## src/rv_isa_pkg.sv

```systemverilog
package rv_isa_pkg;

    // widths with a meaning of their own
    typedef logic [31:0] word_t;
    typedef logic [4:0]  reg_addr_t;
    typedef logic [6:0]  opcode_t;
    typedef logic [2:0]  funct3_t;

    // major opcodes, instr[6:0]
    localparam opcode_t OP_LUI    = 7'b0110111;
    localparam opcode_t OP_AUIPC  = 7'b0010111;
    localparam opcode_t OP_JAL    = 7'b1101111;
    localparam opcode_t OP_JALR   = 7'b1100111;
    localparam opcode_t OP_BRA    = 7'b1100011;
    localparam opcode_t OP_LOAD   = 7'b0000011;
    localparam opcode_t OP_STORE  = 7'b0100011;
    localparam opcode_t OP_ALUI   = 7'b0010011;
    localparam opcode_t OP_ALU    = 7'b0110011;
    localparam opcode_t OP_SYSTEM = 7'b1110011;

    // funct3 for the integer ALU group
    localparam funct3_t FCT3_ADD  = 3'b000;
    localparam funct3_t FCT3_SLL  = 3'b001;
    localparam funct3_t FCT3_SLT  = 3'b010;
    localparam funct3_t FCT3_SLTU = 3'b011;
    localparam funct3_t FCT3_XOR  = 3'b100;
    localparam funct3_t FCT3_SRL  = 3'b101;
    localparam funct3_t FCT3_OR   = 3'b110;
    localparam funct3_t FCT3_AND  = 3'b111;

    // funct3 for the two branches resolved in decode
    localparam funct3_t FCT3_BEQ  = 3'b000;
    localparam funct3_t FCT3_BNE  = 3'b001;

    // operation code handed to the execute ALU
    typedef enum logic [3:0] {
        ALU_ADD  = 4'd0,
        ALU_SUB  = 4'd1,
        ALU_SLL  = 4'd2,
        ALU_SLT  = 4'd3,
        ALU_SLTU = 4'd4,
        ALU_XOR  = 4'd5,
        ALU_SRL  = 4'd6,
        ALU_SRA  = 4'd7,
        ALU_OR   = 4'd8,
        ALU_AND  = 4'd9
    } alu_op_e;

endpackage

```

## src/register_file.sv

```systemverilog
module register_file
    import rv_isa_pkg::*;
(
    input  logic      clk,
    input  logic      rst,
    input  reg_addr_t read_reg1,
    input  reg_addr_t read_reg2,
    input  logic      wb_en,
    input  reg_addr_t wb_addr,
    input  word_t     wb_data,
    output word_t     read_data1,
    output word_t     read_data2
);

    // x0 has no storage
    word_t regs [1:31];

    // one read port, with the write bypass in front of the array
    function automatic word_t read_port(input reg_addr_t addr, input word_t stored);
        word_t val;
        if (addr == '0) begin
            val = '0;
        end else if (wb_en && (wb_addr == addr)) begin
            val = wb_data;
        end else begin
            val = stored;
        end
        return val;
    endfunction

    always_ff @(posedge clk or negedge rst) begin
        if (!rst) begin
            for (int i = 1; i < 32; i++) begin
                regs[i] <= '0;
            end
        end else if (wb_en && (wb_addr != '0)) begin
            regs[wb_addr] <= wb_data;
        end
    end

    // index 0 never reaches the array, the function returns zero first
    assign read_data1 = read_port(read_reg1, (read_reg1 == '0) ? '0 : regs[read_reg1]);
    assign read_data2 = read_port(read_reg2, (read_reg2 == '0) ? '0 : regs[read_reg2]);

endmodule

```

## config.mk

```make
export PLATFORM = sky130hd
export DESIGN_NAME = register_file
export DESIGN_NICKNAME = d
export VERILOG_FILES = /design/src/rv_isa_pkg.sv /design/src/register_file.sv
export SDC_FILE = /design/constraint.sdc
export NUM_CORES = 2
export LEC_CHECK = 0
export BUFFER_PORTS_ARGS = -buffer_cell sky130_fd_sc_hd__buf_2
export CAP_MARGIN = 10
export CORE_MARGIN = 3
export CORE_UTILIZATION = 60
export CTS_CLUSTER_SIZE = 10
export DETAILED_ROUTE_END_ITERATION = 7
export PLACE_DENSITY = 0.82
export SETUP_SLACK_MARGIN = 0.5
export SYNTH_ARGS = -nofsm -noshare
export SYNTH_HDL_FRONTEND = slang
export SYNTH_SLANG_ARGS = --single-unit
```

## constraint.sdc

```tcl
create_clock -name clk -period 3.8 [get_ports clk]
set_input_delay 0.38 -clock clk [delete_from_list [all_inputs] [get_ports clk]]
set_output_delay 0.38 -clock clk [all_outputs]
set_load 0.03 [all_outputs]
```

==> impl_metrics.tcl <==
set metrics [dict create \
    status "completed" \
    crit_type "input pin to primary output" \
    ys.flop_type "dfrtp_1" \
    synth_top_area_cell "dfrtp_1" \
    synth_edf_count 0 \
    cts.repair_timing.setup_buffer_count 0 \
    wl_um 170500 \
    clkTransAtPathRegs_ns 0.05 \
    cp_max_fo 34 \
    finalSetupViolCount 0 \
    tightest_slew_ns 1.169 \
    grt_pass1_wl_um 254700 \
    first_pass_iters 6 \
    wire_per_inst_um 34.65 \
    dieHeight_um 306.4 \
    leakage_nw 25.66 \
    start_util_pct 60.89 \
    viasPerCell 7.604 \
    reg2reg_from "regs[763]$_DFFE_PN0P_" \
    grt-ovfl-total 0 \
    die-area_mm2 0.09387 \
    clock_latency_ns 0.67 \
    final_nets 3774 \
    cp-start-kind "input pin" \
    ys_ff_latch 992 \
    synth.area.top_cells "dfrtp_1 (46%), mux2_2 (22%), mux4_2 (17%)" \
    cts_buffers 111 \
    finalCritPeriodShare_pct 89.00 \
    cts_tree "done" \
    drive_above_1_share_pct 52.36 \
    syn_area_mm2 0.05414 \
    crit_path_end_kind "primary output" \
    core-area_mm2 0.08892 \
    crit_path_cell_trace "buf_6 > nor2_2 > and2_1 > a221oi_1 > o211ai_1 > a31oi_1 > buf_2" \
    regMostFlops "regs" \
    antenna_found_initial 13 \
    period_needed_ns 3.382 \
    drv_slew 0 \
    dpl-instance-area_mm2 0.05624 \
    max-slew-margin-rel_pct 22.07 \
    synthArstFlopShare_pct 100.0 \
    vdd_drop_max_uv 382.8 \
    place.gp.congestion 0.8942 \
    ys_types 51 \
    final_cell_area_mm2 0.05931 \
    first_iter_violations 4907 \
    clock_skew_ns 0 \
    finalHoldViolCount 0 \
    cts-root-buf "clkbuf_16" \
    antenna_left 0 \
    ys.warnings.count 0 \
    grt_max_degree 134 \
    syn_nets 3781 \
    crit_arrival_ns 3.00 \
    cts_num_sinks 992 \
    critical_path_required_ns 3.42 \
    port_buffers 113 \
    p_per_area_mw_per_mm2 517.8 \
    rsz0062_at_grt "false" \
    ios 114 \
    grt_pass1_vias 38280 \
    crit_path_start "read_reg2[2]" \
    worst-path-buf-inv 2 \
    top_regs "regs (992)" \
    cts_htree_levels 3 \
    hold_class "input pin to async pin" \
    avgSynthCellArea_um2 14.51 \
    cts_max_path_buffers 3 \
    die_w_um 306.4 \
    drc 0 \
    num_rows 109 \
    vias 37410 \
    hpwl_um 102800 \
    largest_reg_flops 992 \
    netlist.area_leader.share_pct 45.85 \
    groute.usage.overall_pct 36.50 \
    tns_ns 0 \
    fmax_ghz 0.2957 \
    cp_top_family "compound AO/OA/AOI/OAI gates" \
    drv_cap 0 \
    critPathMaxStageDelay_ns 0.57 \
    synthCells 3731 \
    syn_to_final_growth_pct 9.554 \
    cp_slowest_cell "and2_1" \
    seq_area_frac_synth_pct 45.85 \
]
## cell type report
cell class	instances	area, µm²
fillers	5893	29610
clock buffers	132	2949
repair buffers	283	2482
inverters	3	11.26
clock inverters	4	71.32
diodes	8	20.02
well taps	1165	1458
multi-input cells	2333	27500
flip-flops and latches	992	24820
## cells by family after synthesis
family	synth area share, %
buffers and inverters	3.799
flip-flops	45.85
XOR/XNOR	0.1618
multiplexers	42.10
AO/OA/AOI/OAI	5.667
AND/OR/NAND/NOR	2.424
## Yosys cell counts, drive strengths merged, types with 4 or more instances
cell and count:
mux2 1067, dfrtp 992, mux4 407, buf 252
nand2 165, mux2i 160, clkbuf 151, o211ai 60
a22oi 47, nand3 42, a21oi 41, a31oi 39
o21ai 39, nor2 27, a221oi 26, o2111ai 26
o221a 25, nand2b 24, a221o 21, a211oi 20
o22a 17, o211a 12, o21a 9, o22ai 9
xor2 8, nor2b 6, or2 6, nor3b 5
nand3b 4, o221ai 4
## what timing repair did
action                     in CTS  in global routing
gates resized for setup         1                  4
hold endpoints to repair       48                  0
hold buffers                    1                  0
setup endpoints to repair       1                  5
## power breakdown
part           leakage, nW  internal (mW)  switching [mW]
registers             12.7           12.6            1.60
clock network         1.48           5.41            4.13
logic                 11.5           3.91            3.02
total                 25.7           22.0            8.74
## per-layer routing
| metal | global-route usage, % | vias up | share of wire, % |
|---|---|---|---|
| met1 | 48.80 | 19530 | 36 |
| met2 | 53.38 | 2752 | 44 |
| met5 | 0.2022 | - | 0.048 |
| met3 | 10.73 | 730 | 12 |
| met4 | 21.88 | 12 | 7.1 |
| li1 | - | 14380 | - |
## layout by cell type (no fill, tap or decap), types with 18 or more instances in the layout
master / instances
o211ai_1: 60
nand3_1: 40
nand2b_1: 23
a221o_1: 21
mux2_2: 1067
buf_2: 106
o2111ai_1: 26
a21oi_1: 40
o221a_2: 20
buf_4: 122
mux2i_1: 160
a211oi_1: 20
nand2_1: 148
a31oi_1: 39
buf_12: 46
mux4_2: 405
nor2_4: 18
o21ai_0: 39
a22oi_1: 46
clkbuf_16: 113
dfrtp_1: 992
## path summary, 6_finish.rpt
| check | to | slack, ns | cells after the start |
|---|---|---|---|
| max | read_data2[12] | 0.42 | 7 |
| min in group clk | regs[388]$_DFFE_PN0P_ | 0.32 | 3 |
| min | regs[625]$_DFFE_PN0P_ | 0.28 | 2 |
| min reg2reg | regs[187]$_DFFE_PN0P_ | 0.52 | 1 |
| max in group asynchronous | regs[456]$_DFFE_PN0P_ | 2.34 | 3 |
| max reg2reg | regs[763]$_DFFE_PN0P_ | 2.92 | 1 |
## metrics by stage
| stage | setup WS (ns) | util (%) | instances | total power [mW] | hold slack (ns) |
|---|---|---|---|---|---|
| 6_report | 0.4181 | 66.70 | 4920 | 30.71 | 0.2802 |
| 5_1_grt | 0.5144 | 66.69 | 4915 | 31.78 | 0.3270 |
| 4_1_cts | 0.5476 | 66.66 | 4912 | 30.61 | 0.2834 |
| 3_5_place_dp | 0.4665 | 63.25 | 4775 | 21.08 | 0.3938 |
| 3_3_place_gp | 0.4620 | 63.25 | 4775 | 20.67 | 0.3988 |
| 2_1_floorplan | 1.262 | - | 3731 | 18.99 | 0.08441 |
(Power assumes the default switching activity.)
